$ cat src/logic/bus_pkg.sv
package bus_pkg;

  // bus widths
  localparam int addr_width = 32;
  localparam int data_width = 32;
  localparam int id_width   = 4;
  localparam int size_width = 3;   // axsize encoding
  localparam int strb_width = 4;   // one strobe per byte lane
  localparam int resp_width = 2;

  // the fabric itself only ever answers okay
  localparam logic [resp_width-1:0] resp_okay = 2'b00;

  // clint window, 64 KB from the base set at the top level
  localparam logic [addr_width-1:0] clint_size = 32'h0001_0000;

  // timer word offsets inside the window
  localparam logic [addr_width-1:0] mtime_lo_off = 32'h0000_BFF8;
  localparam logic [addr_width-1:0] mtime_hi_off = 32'h0000_BFFC;

  // 64-bit machine timer
  // count view for the increment, halves view for the word reads
  typedef union packed {
    logic [2*data_width-1:0] count;
    struct packed {
      logic [data_width-1:0] hi;
      logic [data_width-1:0] lo;
    } halves;
  } mtime_u;

endpackage
$ cat src/logic/mem_rd_if.sv
`timescale 1ns/100ps

// single-beat read channel pair, ar and r
interface mem_rd_if import bus_pkg::*; ();

  logic                  arvalid;
  logic                  arready;
  logic [addr_width-1:0] araddr;
  logic [id_width-1:0]   arid;
  logic [size_width-1:0] arsize;

  logic                  rvalid;
  logic                  rready;
  logic [data_width-1:0] rdata;
  logic [resp_width-1:0] rresp;
  logic                  rlast;
  logic [id_width-1:0]   rid;

  modport master (
    output arvalid, araddr, arid, arsize, rready,
    input  arready, rvalid, rdata, rresp, rlast, rid
  );

  modport slave (
    input  arvalid, araddr, arid, arsize, rready,
    output arready, rvalid, rdata, rresp, rlast, rid
  );

endinterface

$ cat src/logic/mem_fabric.sv
`timescale 1ns/100ps

module mem_fabric import bus_pkg::*; #(
  parameter logic [addr_width-1:0] clint_base = 32'h0200_0000
) (
  input  logic                  clock,
  input  logic                  rst,
  // fetch read port
  input  logic                  fetch_arvalid,
  output logic                  fetch_arready,
  input  logic [addr_width-1:0] fetch_araddr,
  input  logic [id_width-1:0]   fetch_arid,
  input  logic [size_width-1:0] fetch_arsize,
  output logic                  fetch_rvalid,
  input  logic                  fetch_rready,
  output logic [data_width-1:0] fetch_rdata,
  output logic [resp_width-1:0] fetch_rresp,
  output logic                  fetch_rlast,
  output logic [id_width-1:0]   fetch_rid,
  // load/store read port
  input  logic                  lsu_arvalid,
  output logic                  lsu_arready,
  input  logic [addr_width-1:0] lsu_araddr,
  input  logic [id_width-1:0]   lsu_arid,
  input  logic [size_width-1:0] lsu_arsize,
  output logic                  lsu_rvalid,
  input  logic                  lsu_rready,
  output logic [data_width-1:0] lsu_rdata,
  output logic [resp_width-1:0] lsu_rresp,
  output logic                  lsu_rlast,
  output logic [id_width-1:0]   lsu_rid,
  // load/store write port
  input  logic                  lsu_awvalid,
  output logic                  lsu_awready,
  input  logic [addr_width-1:0] lsu_awaddr,
  input  logic [id_width-1:0]   lsu_awid,
  input  logic [size_width-1:0] lsu_awsize,
  input  logic                  lsu_wvalid,
  output logic                  lsu_wready,
  input  logic [data_width-1:0] lsu_wdata,
  input  logic [strb_width-1:0] lsu_wstrb,
  input  logic                  lsu_wlast,
  output logic                  lsu_bvalid,
  input  logic                  lsu_bready,
  output logic [resp_width-1:0] lsu_bresp,
  output logic [id_width-1:0]   lsu_bid,
  // external master
  output logic                  io_master_awvalid,
  input  logic                  io_master_awready,
  output logic [addr_width-1:0] io_master_awaddr,
  output logic [id_width-1:0]   io_master_awid,
  output logic [size_width-1:0] io_master_awsize,
  output logic                  io_master_wvalid,
  input  logic                  io_master_wready,
  output logic [data_width-1:0] io_master_wdata,
  output logic [strb_width-1:0] io_master_wstrb,
  output logic                  io_master_wlast,
  input  logic                  io_master_bvalid,
  output logic                  io_master_bready,
  input  logic [resp_width-1:0] io_master_bresp,
  input  logic [id_width-1:0]   io_master_bid,
  output logic                  io_master_arvalid,
  input  logic                  io_master_arready,
  output logic [addr_width-1:0] io_master_araddr,
  output logic [id_width-1:0]   io_master_arid,
  output logic [size_width-1:0] io_master_arsize,
  input  logic                  io_master_rvalid,
  output logic                  io_master_rready,
  input  logic [data_width-1:0] io_master_rdata,
  input  logic [resp_width-1:0] io_master_rresp,
  input  logic                  io_master_rlast,
  input  logic [id_width-1:0]   io_master_rid
);

  mem_rd_if fetch_rd ();
  mem_rd_if lsu_rd ();
  mem_rd_if grant_rd ();
  mem_rd_if clint_rd ();

  assign fetch_rd.arvalid = fetch_arvalid;
  assign fetch_rd.araddr  = fetch_araddr;
  assign fetch_rd.arid    = fetch_arid;
  assign fetch_rd.arsize  = fetch_arsize;
  assign fetch_rd.rready  = fetch_rready;
  assign fetch_arready    = fetch_rd.arready;
  assign fetch_rvalid     = fetch_rd.rvalid;
  assign fetch_rdata      = fetch_rd.rdata;
  assign fetch_rresp      = fetch_rd.rresp;
  assign fetch_rlast      = fetch_rd.rlast;
  assign fetch_rid        = fetch_rd.rid;

  assign lsu_rd.arvalid = lsu_arvalid;
  assign lsu_rd.araddr  = lsu_araddr;
  assign lsu_rd.arid    = lsu_arid;
  assign lsu_rd.arsize  = lsu_arsize;
  assign lsu_rd.rready  = lsu_rready;
  assign lsu_arready    = lsu_rd.arready;
  assign lsu_rvalid     = lsu_rd.rvalid;
  assign lsu_rdata      = lsu_rd.rdata;
  assign lsu_rresp      = lsu_rd.rresp;
  assign lsu_rlast      = lsu_rd.rlast;
  assign lsu_rid        = lsu_rd.rid;

  // write path goes straight out
  assign io_master_awvalid = lsu_awvalid;
  assign io_master_awaddr  = lsu_awaddr;
  assign io_master_awid    = lsu_awid;
  assign io_master_awsize  = lsu_awsize;
  assign io_master_wvalid  = lsu_wvalid;
  assign io_master_wdata   = lsu_wdata;
  assign io_master_wstrb   = lsu_wstrb;
  assign io_master_wlast   = lsu_wlast;
  assign io_master_bready  = lsu_bready;
  assign lsu_awready       = io_master_awready;
  assign lsu_wready        = io_master_wready;
  assign lsu_bvalid        = io_master_bvalid;
  assign lsu_bresp         = io_master_bresp;
  assign lsu_bid           = io_master_bid;

  read_arbiter u_arbiter (
    .clock (clock),
    .rst   (rst),
    .fetch (fetch_rd.slave),
    .lsu   (lsu_rd.slave),
    .grant (grant_rd.master)
  );

  read_router #(
    .clint_base (clint_base)
  ) u_router (
    .clock             (clock),
    .rst               (rst),
    .up                (grant_rd.slave),
    .clint             (clint_rd.master),
    .io_master_arvalid (io_master_arvalid),
    .io_master_arready (io_master_arready),
    .io_master_araddr  (io_master_araddr),
    .io_master_arid    (io_master_arid),
    .io_master_arsize  (io_master_arsize),
    .io_master_rvalid  (io_master_rvalid),
    .io_master_rready  (io_master_rready),
    .io_master_rdata   (io_master_rdata),
    .io_master_rresp   (io_master_rresp),
    .io_master_rlast   (io_master_rlast),
    .io_master_rid     (io_master_rid)
  );

  clint_timer u_clint (
    .clock (clock),
    .rst   (rst),
    .bus   (clint_rd.slave)
  );

endmodule

$ cat src/logic/clint_timer.sv
`timescale 1ns/100ps

module clint_timer import bus_pkg::*; (
  input logic     clock,
  input logic     rst,
  mem_rd_if.slave bus
);

  localparam int off_width = $clog2(clint_size);

  mtime_u                mtime;
  logic [off_width-1:0]  off;
  logic [data_width-1:0] rd_word;
  logic                  rvalid_q;  // one pending response
  logic [data_width-1:0] rdata_q;
  logic [id_width-1:0]   rid_q;

  assign off = bus.araddr[off_width-1:0];

  // word select by offset, anything else reads zero
  always_comb begin
    if (off == mtime_lo_off[off_width-1:0]) begin
      rd_word = mtime.halves.lo;
    end else if (off == mtime_hi_off[off_width-1:0]) begin
      rd_word = mtime.halves.hi;
    end else begin
      rd_word = '0;
    end
  end

  always_ff @(posedge clock) begin
    if (rst) begin
      mtime.count <= '0;
    end else begin
      mtime.count <= mtime.count + 1'b1;  // free running
    end
  end

  always_ff @(posedge clock) begin
    if (rst) begin
      rvalid_q <= 1'b0;
    end else if (bus.arvalid && bus.arready) begin
      rvalid_q <= 1'b1;
    end else if (bus.rready) begin
      rvalid_q <= 1'b0;
    end
  end

  always_ff @(posedge clock) begin
    if (bus.arvalid && bus.arready) begin
      rdata_q <= rd_word;
      rid_q   <= bus.arid;  // id echoed back
    end
  end

  assign bus.arready = !rvalid_q;
  assign bus.rvalid  = rvalid_q;
  assign bus.rdata   = rdata_q;
  assign bus.rid     = rid_q;
  assign bus.rresp   = resp_okay;
  assign bus.rlast   = 1'b1;  // single beat

endmodule

$ cat src/logic/read_router.sv
`timescale 1ns/100ps

module read_router import bus_pkg::*; #(
  parameter logic [addr_width-1:0] clint_base = 32'h0200_0000
) (
  input  logic                  clock,
  input  logic                  rst,
  mem_rd_if.slave               up,
  mem_rd_if.master              clint,
  output logic                  io_master_arvalid,
  input  logic                  io_master_arready,
  output logic [addr_width-1:0] io_master_araddr,
  output logic [id_width-1:0]   io_master_arid,
  output logic [size_width-1:0] io_master_arsize,
  input  logic                  io_master_rvalid,
  output logic                  io_master_rready,
  input  logic [data_width-1:0] io_master_rdata,
  input  logic [resp_width-1:0] io_master_rresp,
  input  logic                  io_master_rlast,
  input  logic [id_width-1:0]   io_master_rid
);

  logic [addr_width-1:0] win_off;
  logic                  in_window;
  logic                  dest_clint;  // destination of the accepted read

  // unsigned wrap covers both window bounds in one compare
  assign win_off   = up.araddr - clint_base;
  assign in_window = win_off < clint_size;

  // address steering, payload goes to both sides
  assign io_master_arvalid = up.arvalid && !in_window;
  assign io_master_araddr  = up.araddr;
  assign io_master_arid    = up.arid;
  assign io_master_arsize  = up.arsize;

  assign clint.arvalid = up.arvalid && in_window;
  assign clint.araddr  = up.araddr;
  assign clint.arid    = up.arid;
  assign clint.arsize  = up.arsize;

  assign up.arready = in_window ? clint.arready : io_master_arready;

  // response mux follows the latched destination
  assign up.rvalid = dest_clint ? clint.rvalid : io_master_rvalid;
  assign up.rdata  = dest_clint ? clint.rdata : io_master_rdata;
  assign up.rresp  = dest_clint ? clint.rresp : io_master_rresp;
  assign up.rlast  = dest_clint ? clint.rlast : io_master_rlast;
  assign up.rid    = dest_clint ? clint.rid : io_master_rid;

  assign clint.rready     = up.rready && dest_clint;
  assign io_master_rready = up.rready && !dest_clint;

  always_ff @(posedge clock) begin
    if (rst) begin
      dest_clint <= 1'b0;
    end else if (up.arvalid && up.arready) begin
      dest_clint <= in_window;  // held until the next accepted address
    end
  end

endmodule

$ cat src/logic/read_arbiter.sv
`timescale 1ns/100ps

module read_arbiter (
  input logic      clock,
  input logic      rst,
  mem_rd_if.slave  fetch,
  mem_rd_if.slave  lsu,
  mem_rd_if.master grant
);

  logic busy;       // owner locked until the last response beat
  logic addr_done;  // address of the current owner already accepted
  logic owner_lsu;
  logic sel_lsu;
  logic ar_open;

  // at idle load/store wins, after that the owner is locked
  assign sel_lsu = busy ? owner_lsu : lsu.arvalid;
  assign ar_open = !(busy && addr_done);  // one address per grant

  // address channel toward the router
  assign grant.arvalid = ar_open && (sel_lsu ? lsu.arvalid : fetch.arvalid);
  assign grant.araddr  = sel_lsu ? lsu.araddr : fetch.araddr;
  assign grant.arid    = sel_lsu ? lsu.arid : fetch.arid;
  assign grant.arsize  = sel_lsu ? lsu.arsize : fetch.arsize;

  // loser sees arready low and keeps waiting
  assign lsu.arready   = ar_open && sel_lsu && grant.arready;
  assign fetch.arready = ar_open && !sel_lsu && grant.arready;

  // response goes back to the owner only
  assign lsu.rvalid   = busy && owner_lsu && grant.rvalid;
  assign fetch.rvalid = busy && !owner_lsu && grant.rvalid;
  assign grant.rready = busy && (owner_lsu ? lsu.rready : fetch.rready);

  assign lsu.rdata   = grant.rdata;
  assign lsu.rresp   = grant.rresp;
  assign lsu.rlast   = grant.rlast;
  assign lsu.rid     = grant.rid;
  assign fetch.rdata = grant.rdata;
  assign fetch.rresp = grant.rresp;
  assign fetch.rlast = grant.rlast;
  assign fetch.rid   = grant.rid;

  always_ff @(posedge clock) begin
    if (rst) begin
      busy      <= 1'b0;
      addr_done <= 1'b0;
      owner_lsu <= 1'b0;
    end else if (!busy) begin
      if (grant.arvalid) begin
        busy      <= 1'b1;
        owner_lsu <= sel_lsu;
        addr_done <= grant.arready;  // may be accepted right away
      end
    end else begin
      if (grant.arvalid && grant.arready) begin
        addr_done <= 1'b1;
      end
      // release after the final beat, idle next cycle
      if (grant.rvalid && grant.rready && grant.rlast) begin
        busy      <= 1'b0;
        addr_done <= 1'b0;
      end
    end
  end

endmodule

$ cat config.mk
export PLATFORM = sky130hd
export DESIGN_NAME = mem_fabric
export DESIGN_NICKNAME = d
export VERILOG_FILES = /design/src/logic/bus_pkg.sv /design/src/logic/mem_rd_if.sv /design/src/logic/mem_fabric.sv /design/src/logic/clint_timer.sv /design/src/logic/read_router.sv /design/src/logic/read_arbiter.sv
export SDC_FILE = /design/constraint.sdc
export NUM_CORES = 1
export LEC_CHECK = 0
export ABC_AREA = 1
export BUFFER_PORTS_ARGS = -buffer_cell sky130_fd_sc_hd__buf_2
export CORE_AREA = 5 5 162 164
export CTS_BUF_LIST = sky130_fd_sc_hd__clkbuf_8
export CTS_CLUSTER_DIAMETER = 100
export DETAILED_ROUTE_END_ITERATION = 10
export DIE_AREA = 0 0 167 169
export GPL_ROUTABILITY_DRIVEN = 1
export HOLD_SLACK_MARGIN = 0.12
export PLACE_DENSITY = 0.56
export SETUP_SLACK_MARGIN = 0.4
export SYNTH_ARGS = -nofsm -noshare
export SYNTH_HDL_FRONTEND = slang
export SYNTH_SLANG_ARGS = --single-unit
export TNS_END_PERCENT = 20
$ cat constraint.sdc
create_clock -name clock -period 6.76 [get_ports clock]
set_input_delay 1.014 -clock clock [delete_from_list [all_inputs] [get_ports clock]]
set_output_delay 1.014 -clock clock [all_outputs]
set_load 0.02 [all_outputs]
==> impl_metrics.json, run 1 <==
{
  "leakage_nw": 3.57,
  "place_area_mm2": 0.00779,
  "worstPathCellList": "buf_2 > nand2_2 > nand2_2 > nand2_1 > nand2_1 > ha_1 > inv_1 > nor2_1 > nand3_1 > nor2_1 > nand4_1 > nand2_1 > inv_1 > nor3_1 > buf_2",
  "swShare_pct": 35.3,
  "cts.sinks": 105,
  "gp_congestion": 0.949,
  "cts_root_buffer": "clkbuf_8",
  "pwr-share-clk_pct": 27.3,
  "use_met3_pct": 13.0,
  "initial_core_util_pct": 29.1,
  "port_buffers": 247,
  "io_pins": 424,
  "ys_types": 35,
  "grt-busiest-layer": "met2",
  "drive_gt1_share_pct": 23.5,
  "p_comb_share_pct": 25.4,
  "clk-insertion-delay-late_ps": 400,
  "cts_resized": 0,
  "status": "completed",
  "worstHoldStart": "u_arbiter.addr_done",
  "dp_cells": 1523,
  "cp_num_buf_inv": 4,
  "path_class": "in -> out",
  "ys_warn_count": 0,
  "worst-path-max-fanout": 39,
  "rsz0062_at_grt": "no",
  "cp-end-kind": "output port",
  "grt_first_pass_wirelength_um": 47900,
  "power_switching_mw": 0.491,
  "n_fill_cell": 2784,
  "die_area_mm2": 0.0282,
  "tns_ps": 0,
  "drtAntennaViolNets": 0,
  "synthesis.instances": 1096,
  "worstMarginPinSlew_ps": 867,
  "vdd_drop_max_mv": 0.0702,
  "grt_overflow": 0,
  "internal-power_mw": 0.898,
  "crit_arrival_ps": 3750,
  "stdcell_count": 1540,
  "hold_depth": 2,
  "finClkSkew_ps": 19.3,
  "fin_area_mm2": 0.00797,
  "fin_crit_ps": 4760,
  "postCtsHoldBufs": 0,
  "max_freq_mhz": 210,
  "synth-seq-cells": 105,
  "core-area_mm2": 0.0247,
  "wl_um": 34300,
  "critPathRequiredTime_ps": 5750,
  "rows": 58,
  "post_drt_wl_per_cell_um": 22.3,
  "start_kind": "input port",
  "cts_tree": "yes",
  "regToRegStartpoint": "u_arbiter.busy",
  "syn-num-nets": 1311,
  "drc": 0,
  "path_delay_family": "simple AND/OR/NAND/NOR gates",
  "die_x_um": 167,
  "syn_to_final_growth_pct": 10.7,
  "seqPwrFrac_pct": 47.3,
  "power.density_mw_per_mm2": 174,
  "r2r_slack_ps": 3110,
  "cts_buffers": 9,
  "seq_area_frac_synth_pct": 34.2,
  "met1_usage_pct": 28.6,
  "dr.pass1.iters": 5,
  "track_usage_pct": 23.1,
  "crit_path_top_delay_cell": "nand2_2",
  "setup_viol": 0,
  "crit_path_frequent_cell": "nand2_1",
  "netlist_area_mm2": 0.00720,
  "rr_worst_depth": 15,
  "cpPeakStageDelay_ps": 480,
  "cts.htree.levels": 3,
  "num_vias": 7229,
  "maxCapViolations": 0,
  "antenna_found_initial": 0,
  "finalMaxSlewViolations": 0,
  "dpl.hpwl_um": 29300,
  "clkTransAtPathRegs_ps": 100,
  "grt_util_met2_pct": 35.8,
  "finalNetCount": 1419,
  "first_iter_violations": 645,
  "hold_violations": 0,
  "whs_ps": 474,
  "grt_max_degree": 46,
  "hold_path_class": "reg -> reg",
  "syn_area_per_cell_um2": 6.57,
  "reg2reg_to": "u_clint.bus.rdata[12]",
  "fin_crit_sh_pct": 70.5,
  "max-slew-margin-rel_pct": 42.2,
  "post_cts_buffers": 0,
  "cts_buffer_depth": 2,
  "first_global_vias": 6822,
  "holdPathEnd": "u_arbiter.addr_done",
  "dieHeight_um": 169,
  "vias_per_cell": 4.69
}
[per-layer routing]
metal,share of wire (%),up-vias
met5,0.38,-
met4,0.92,2
met3,13,24
met2,44,331
met1,41,3284
li1,-,3588
[power groups by stage]
stage                     registers (mW)  logic (mW)  clock network, mW
after detailed placement           0.671       0.352                  0
after floorplan                    0.670       0.292                  0
after global placement             0.671       0.351                  0
after global routing               0.657       0.381              0.419
final                              0.657       0.352              0.379
after CTS                          0.657       0.353              0.393
[area by class of cell]
cell class	instances	area (um2)	share of cell area, %
multi-input combinational	686	3080	38.7
tap	330	413	5.18
inverter	152	571	7.16
sequential	105	2460	30.9
timing repair buffer	250	1260	15.8
clock inverter	7	55.1	0.691
antenna	1	2.50	0.0314
clock buffer	9	124	1.55
[state kept, by name, summed over array words and instances, names as in the netlist]
register,cells
u_clint.bus.rid,4
u_arbiter.addr_done,1
u_clint.bus.rdata,32
u_clint.mtime,64
u_router.dest_clint,1
u_arbiter.owner_lsu,1
u_clint.bus.rvalid,1
u_arbiter.busy,1
[through the flow]
step                utilization [%]  setup WS [ps]  power, mW
finish                         32.2           2000       1.39
global route                   32.2           1640       1.46
CTS                            32.2           1880       1.40
detailed placement             31.5           1890       1.02
global placement               31.5           1940       1.02
floorplan                         -           2760      0.962
[cell usage after synthesis]
master,n,share of area [%]
a211oi_1,2,0.21
a21oi_1,49,3.4
a31oi_1,4,0.35
buf_1,1,0.052
buf_2,7,0.49
buf_4,129,13
buf_6,2,0.31
clkbuf_1,14,0.73
dfxtp_1,69,19
edfxtp_1,36,15
ha_1,2,0.35
inv_1,150,7.8
inv_2,2,0.10
nand2_1,336,18
nand2_2,4,0.35
nand2_4,1,0.16
nand3_1,37,2.6
nand3_2,1,0.14
nand3b_1,3,0.31
nand4_1,19,1.7
nand4_2,1,0.17
nor2_1,91,4.7
nor2_2,3,0.26
nor2_4,1,0.16
nor3_1,43,3.0
nor3_4,2,0.45
nor3b_1,2,0.21
nor4_1,8,0.70
o21a_1,3,0.31
o21ai_0,39,2.7
o21ai_1,4,0.28
o21ai_2,1,0.12
o22ai_1,26,2.3
or2_2,2,0.17
xor2_1,2,0.24
[how the worst max path moves through the flow]
| stage | startpoint | endpoint | cells past startpoint |
|---|---|---|---|
| floorplan | lsu_arvalid | fetch_arready | 15 |
| finish | lsu_arvalid | lsu_arready | 15 |
| global route | lsu_arvalid | lsu_arready | 15 |
| global placement | lsu_arvalid | lsu_arready | 15 |
| CTS | lsu_arvalid | lsu_arready | 15 |
| detailed placement | lsu_arvalid | lsu_arready | 15 |
[worst min-delay path: stages (launching register included)]
cell and delay [ps]:
dfxtp_1 320, nand2_1 60, a21oi_1 60
[logic make-up after synthesis]
family | count (synthesis) | share of synthesized area, %
buf+inv | 305 | 23.0
xor+xnor | 2 | 0.243
fa+ha+maj | 2 | 0.348
compound gates | 128 | 9.65
flops | 105 | 34.2
simple gates | 554 | 32.6
[layout by cell type (no fill, tap or decap), types with 2 or more instances in the layout]
master,instances
clkbuf_8,9
o21a_1,3
a211oi_1,2
o21ai_1,4
nand3_1,37
dfxtp_1,68
nor3_1,43
nor3_4,2
nand4_1,19
ha_1,2
nand2_1,336
buf_4,3
nand3b_1,3
edfxtp_1,36
or2_2,2
nand2_2,4
o22ai_1,26
a21oi_1,49
inv_8,2
a31oi_1,4
buf_2,247
nor2_1,91
nor4_1,8
nor3b_1,2
o21ai_0,39
inv_2,2
inv_1,151
xor2_1,2
nor2_2,3
(Power assumes the default switching activity.)
==> run 2: changes to the inputs <==
- ABC_AREA: 1 -> 0
- CORE_AREA: 5 5 162 164 -> 5 5 160 162
- DIE_AREA: 0 0 167 169 -> 0 0 165 167
- clock period: 6.76 -> 4.7 ns (I/O delays scaled with it)
==> run 2 against run 1 <==
Sequential power up 44%. Largest cell class unchanged. Largest power group unchanged. Clock skew decreased by 10 ps. Via count shrank 12%.
==> impl_metrics.json, run 2 <==
{
  "status": "completed",
  "seq_area_frac_synth_pct": 35.1,
  "synth.area.mux_share_pct": 7.03,
  "max-slew-margin-rel_pct": 31.7,
  "die_x_um": 165,
  "holdPathEnd": "u_clint.bus.rvalid",
  "synth_top_area_share_pct": 19.7,
  "die_area_mm2": 0.0276,
  "dr.pass1.iters": 5,
  "track_usage_pct": 16.7,
  "cts.sinks": 105,
  "path_class": "reg -> out",
  "synth-adder-area-share_pct": 0.357,
  "largest_reg_flops": 64,
  "fin_crit_sh_pct": 85.1,
  "hold_violations": 0,
  "whs_ps": 499,
  "async_reset_ff_share_pct": 0,
  "rr_worst_depth": 9,
  "reg2reg_to": "u_clint.bus.rid[2]",
  "setup_viol": 0,
  "cts_buffer_depth": 2,
  "worstPathCellList": "mux2_2 > nand2_1 > and2_1 > ha_1 > nor4b_1 > nand3_1 > a2111oi_4 > nor3_1 > nor4bb_2 > buf_2",
  "ys_top_cells_by_area": "dfxtp_1, edfxtp_1, buf_4",
  "p_comb_share_pct": 22.9,
  "postCtsHoldBufs": 0,
  "p_total_mw": 2.00,
  "grt-busiest-layer": "met2",
  "swShare_pct": 32.5,
  "final_common_cell": "buf_2",
  "vdd_drop_max_mv": 0.194,
  "cts_buffers": 9,
  "layout_common_cells": "buf_2, nand2_1, dfxtp_1",
  "initial_core_util_pct": 29.3,
  "synth-compound-area-share_pct": 7.73,
  "r2r_slack_ps": 1340,
  "synth-xor-area-share_pct": 4.62,
  "finalMaxSlewViolations": 0,
  "synth_most_common_cell": "nand2_1",
  "wl_um": 24400,
  "met1_usage_pct": 20.8,
  "grt_overflow": 0,
  "power_switching_mw": 0.651,
  "yosys.area_share.simple_pct": 28.2,
  "clkTransAtPathRegs_ps": 110,
  "synth_top_cell_by_area": "dfxtp_1",
  "grt_util_met2_pct": 28.1,
  "finalNetCount": 1196,
  "first_global_vias": 6055,
  "finClkSkew_ps": 9.16,
  "post_drt_wl_per_cell_um": 18.6,
  "netlist_area_mm2": 0.00701,
  "ys_warn_count": 0,
  "final_util_pct": 33.0,
  "cp_num_buf_inv": 1,
  "top_register": "u_clint.mtime",
  "synth-edff-count": 36,
  "hold_depth": 2,
  "tns_ps": 0,
  "pwr-share-clk_pct": 29.8,
  "regToRegStartpoint": "u_arbiter.owner_lsu",
  "crit_arrival_ps": 3290,
  "layout_setup_ws_ps": 701,
  "synth-seq-cells": 105,
  "rows": 57,
  "grt_max_degree": 46,
  "use_met3_pct": 4.77,
  "worstHoldStart": "u_clint.bus.rvalid",
  "maxCapViolations": 0,
  "cpPeakStageDelay_ps": 500,
  "grt_first_pass_wirelength_um": 35900,
  "cts.htree.levels": 3,
  "place_ws_ps": 514,
  "power.density_mw_per_mm2": 253,
  "syn-num-nets": 1093,
  "syn_area_per_cell_um2": 7.98,
  "drc": 0,
  "critPathRequiredTime_ps": 3990,
  "gp_congestion": 0.927,
  "core-area_mm2": 0.0240,
  "rsz0062_at_grt": "no",
  "crit_path_top_delay_cell": "dfxtp_1",
  "io_pins": 424,
  "worstMarginPinSlew_ps": 1020,
  "fin_crit_ps": 4000,
  "drive_gt1_share_pct": 34.0,
  "port_buffers": 247,
  "ys_types": 52,
  "cp-end-kind": "output port",
  "path_delay_family": "simple AND/OR/NAND/NOR gates",
  "start_kind": "register",
  "dpl.hpwl_um": 19400,
  "synth-main-ff-cell": "dfxtp_1",
  "synth_commonest_cells": "nand2_1, buf_4, dfxtp_1, nor2_1, a21oi_1",
  "synth_top_family_by_area": "simple AND/OR/NAND/NOR gates",
  "cts_root_buffer": "clkbuf_8",
  "seqPwrFrac_pct": 47.3,
  "num_vias": 6359,
  "max_freq_mhz": 250,
  "first_iter_violations": 430,
  "antenna_found_initial": 5,
  "hold_path_class": "reg -> reg",
  "dieHeight_um": 167,
  "cts_tree": "yes",
  "clk-insertion-delay-late_ps": 380,
  "leakage_nw": 3.04,
  "worst-path-max-fanout": 12,
  "vias_per_cell": 4.85,
  "synthesis.instances": 878,
  "drtAntennaViolNets": 0,
  "internal-power_mw": 1.35,
  "syn_to_final_growth_pct": 12.7
}
run 2: through the flow:
| step | std cells | cell area, um2 |
|---|---|---|
| detailed placement | 1292 | 7650 |
| CTS | 1310 | 7890 |
| finish | 1312 | 7900 |
| global route | 1312 | 7900 |
| global placement | 1292 | 7650 |
| floorplan | 878 | 7020 |
run 2: worst register-to-register path: stages, from the launching register on:
cell and delay [ps]:
dfxtp_1 500, mux2_2 370, nand2_1 80, and2_1 170, ha_1 300, nor4b_1 220, nand3_1 160, a2111oi_4 480
o21a_2 550, buf_12 240
run 2: layout make-up:
class	count	area (um2)
antenna	2	5.00
timing repair buffer	260	1350
sequential	105	2460
inverter	19	71.3
fill	2564	16100
multi-input combinational	586	3400
clock buffer	9	124
tap	324	405
clock inverter	7	85.1
run 2: logic make-up after synthesis:
kind of cell / count (synthesis)
flops: 105
fa+ha+maj: 2
mux: 44
xor+xnor: 37
compound gates: 95
buf+inv: 187
simple gates: 408
run 2: how the worst max path moves through the flow:
stage / startpoint / to / slack (ps) / cells after the start
3_5_place_dp: lsu_arvalid / lsu_arready / 510 / 11
6_report: u_arbiter.owner_lsu / lsu_arready / 700 / 10
2_1_floorplan: lsu_arvalid / lsu_arready / 550 / 11
3_3_place_gp: lsu_arvalid / lsu_arready / 600 / 11
4_1_cts: u_arbiter.busy / lsu_arready / 580 / 10
5_1_grt: u_arbiter.owner_lsu / lsu_arready / 440 / 10
run 2: per-layer routing:
metal	wire length [um]	vias up
met4	450	2
met3	2140	25
met5	13	-
met2	11700	264
met1	10100	2985
li1	-	3083
run 2: what timing repair did:
action                                  in CTS  in global routing
endpoints found under the setup margin       2                  2
setup buffers                                2                  0
pin swaps                                    0                  0
hold endpoints to repair                     0                  0
gates resized for setup                      1                  1
run 2: power by group through the flow:
stage          Clock [mW]  Sequential (mW)  Combinational, mW
5_1_grt             0.660            0.948              0.494
4_1_cts             0.621            0.946              0.459
6_report            0.596            0.946              0.457
3_3_place_gp            0            0.967              0.452
3_5_place_dp            0            0.967              0.454
2_1_floorplan           0            0.963              0.389
==> run 3: changes to the inputs <==
--- a/config.mk
+++ b/config.mk
@@ -8,5 +8,7 @@
 export ABC_AREA = 0
 export BUFFER_PORTS_ARGS = -buffer_cell sky130_fd_sc_hd__buf_2
-export CORE_AREA = 5 5 160 162
+export CELL_PAD_IN_SITES_DETAIL_PLACEMENT = 1
+export CELL_PAD_IN_SITES_GLOBAL_PLACEMENT = 1
+export CORE_AREA = 2 2 163 165
 export CTS_BUF_LIST = sky130_fd_sc_hd__clkbuf_8
 export CTS_CLUSTER_DIAMETER = 100
@@ -15,5 +17,5 @@
 export GPL_ROUTABILITY_DRIVEN = 1
 export HOLD_SLACK_MARGIN = 0.12
-export PLACE_DENSITY = 0.56
+export PLACE_DENSITY = 0.73
 export SETUP_SLACK_MARGIN = 0.4
 export SYNTH_ARGS = -nofsm -noshare
==> constraint.sdc (replaced) <==
create_clock -name clock -period 4.7 [get_ports clock]
set_input_delay 0.94 -clock clock [delete_from_list [all_inputs] [get_ports clock]]
set_output_delay 0.94 -clock clock [all_outputs]
set_load 0.02 [all_outputs]
==> run 3 against run 2 <==
Combinational power about the same. Clock skew increased by 8.4 ps. Die area unchanged. First-iteration DRC count decreased by 24%. Critical endpoint unchanged. Largest cell class unchanged. Largest power group unchanged. Highest routed layer unchanged.
==> impl_metrics.json, run 3 (synthesis results as in run 2) <==
{
  "fin_crit_sh_pct": 88.9,
  "final_common_cell": "buf_2",
  "layout_common_cells": "buf_2, nand2_1, dfxtp_1",
  "io_pins": 424,
  "multiInputGateArea_mm2": 0.00341,
  "initial_core_util_pct": 27.2,
  "seqPwrFrac_pct": 48.3,
  "max_freq_mhz": 239,
  "start_kind": "input port",
  "rows": 59,
  "cts.sinks": 105,
  "critPathRequiredTime_ps": 3760,
  "cp_num_buf_inv": 3,
  "grt_first_pass_wirelength_um": 37200,
  "cpPeakStageDelay_ps": 420,
  "wl_um": 25200,
  "worstHoldStart": "u_clint.mtime[0]",
  "regToRegStartpoint": "u_arbiter.busy",
  "n_fill_cell": 3186,
  "first_global_vias": 6556,
  "dieHeight_um": 167,
  "cts_root_buffer": "clkbuf_8",
  "cts_buffers": 9,
  "place_ws_ps": 299,
  "cts_tree": "yes",
  "setup_viol": 0,
  "power.density_mw_per_mm2": 247,
  "critPathLaunch": "lsu_arvalid",
  "largest_reg_flops": 64,
  "fin_area_mm2": 0.00793,
  "path_delay_family": "simple AND/OR/NAND/NOR gates",
  "place_area_mm2": 0.00769,
  "grt_max_degree": 39,
  "crit_arrival_ps": 3240,
  "die_x_um": 165,
  "top_register": "u_clint.mtime",
  "worst-path-max-fanout": 5,
  "dr.pass1.iters": 4,
  "drc": 0,
  "swShare_pct": 33.8,
  "clkTransAtPathRegs_ps": 110,
  "syn_to_final_growth_pct": 13.1,
  "first_iter_violations": 326,
  "rsz0062_at_grt": "no",
  "core-area_mm2": 0.0258,
  "drtAntennaViolNets": 0,
  "gp_congestion": 0.866,
  "crit_path_frequent_cell": "buf_4",
  "path_class": "in -> out",
  "port_buffers": 247,
  "pwr-share-clk_pct": 28.5,
  "maxCapViolations": 0,
  "track_usage_pct": 17.7,
  "vdd_drop_max_mv": 0.114,
  "grt_overflow": 0,
  "postCtsHoldBufs": 0,
  "fin_crit_ps": 4180,
  "layout_setup_ws_ps": 521,
  "worstPathCellList": "buf_2 > mux2_4 > nand2_1 > and2_1 > ha_1 > nor4b_2 > nand3_1 > a2111oi_4 > buf_4 > o21ai_0 > nor4bb_2 > buf_4",
  "finalMaxSlewViolations": 0,
  "post_drt_wl_per_cell_um": 18.9,
  "die_area_mm2": 0.0276,
  "tns_ps": 0,
  "cts_buffer_depth": 2,
  "dpl.hpwl_um": 20500,
  "regArea_mm2": 0.00246,
  "status": "completed",
  "finalNetCount": 1199,
  "hold_path_class": "reg -> reg",
  "clk-insertion-delay-late_ps": 400,
  "internal-power_mw": 1.30,
  "num_vias": 6427,
  "antenna_found_initial": 6,
  "cp-end-kind": "output port",
  "cts.htree.levels": 3,
  "p_total_mw": 1.96,
  "p_comb_share_pct": 23.2,
  "stdcell_count": 1328,
  "max-slew-margin-rel_pct": 19.8,
  "worstMarginPinSlew_ps": 1200,
  "leakage_nw": 3.05,
  "drive_gt1_share_pct": 34.4,
  "final_util_pct": 30.8,
  "crit_path_top_delay_cell": "a2111oi_4",
  "whs_ps": 494,
  "finClkSkew_ps": 17.5,
  "dp_cells": 1306,
  "power_switching_mw": 0.662,
  "vias_per_cell": 4.84,
  "hold_violations": 0
}
[run 3: path summary, 6_finish.rpt]
kind / endpoint / slack, ps / cells after the start
setup / recovery: lsu_arready / 520 / 12
hold reg to reg: u_clint.mtime[0] / 490 / 1
hold / removal: u_clint.mtime[0] / 490 / 1
setup reg to reg: u_clint.bus.rdata[12] / 1500 / 10
[run 3: layout make-up]
class / instances / area share (%)
Antenna cell: 4 / 0.126
Clock buffer: 9 / 1.56
Clock inverter: 7 / 0.821
Inverter: 19 / 0.900
Multi-Input combinational cell: 586 / 43.1
Sequential cell: 105 / 31.1
Tap cell: 335 / 5.29
Timing Repair Buffer: 263 / 17.1
[run 3: timing repair]
item                                    4_1_cts  5_1_grt
gates resized for setup                       1        4
endpoints found under the setup margin        2        3
pin swaps                                     1        2
setup buffers                                 1        1
[run 3: metal layers]
layer	global-route usage [%]	routed length, um	vias up	part of all wire, %
li1	-	-	3101	-
met4	5.52	526	4	2.1
met2	32.3	12700	206	51
met3	4.41	1840	30	7.3
met5	2.18	92	-	0.37
met1	19.9	9950	3086	40
[run 3: power by group through the flow]
stage | registers [mW] | logic [mW] | clock network (mW)
global route | 0.948 | 0.494 | 0.615
CTS | 0.946 | 0.457 | 0.583
floorplan | 0.964 | 0.393 | 0
finish | 0.947 | 0.456 | 0.559
global placement | 0.966 | 0.452 | 0
detailed placement | 0.967 | 0.456 | 0
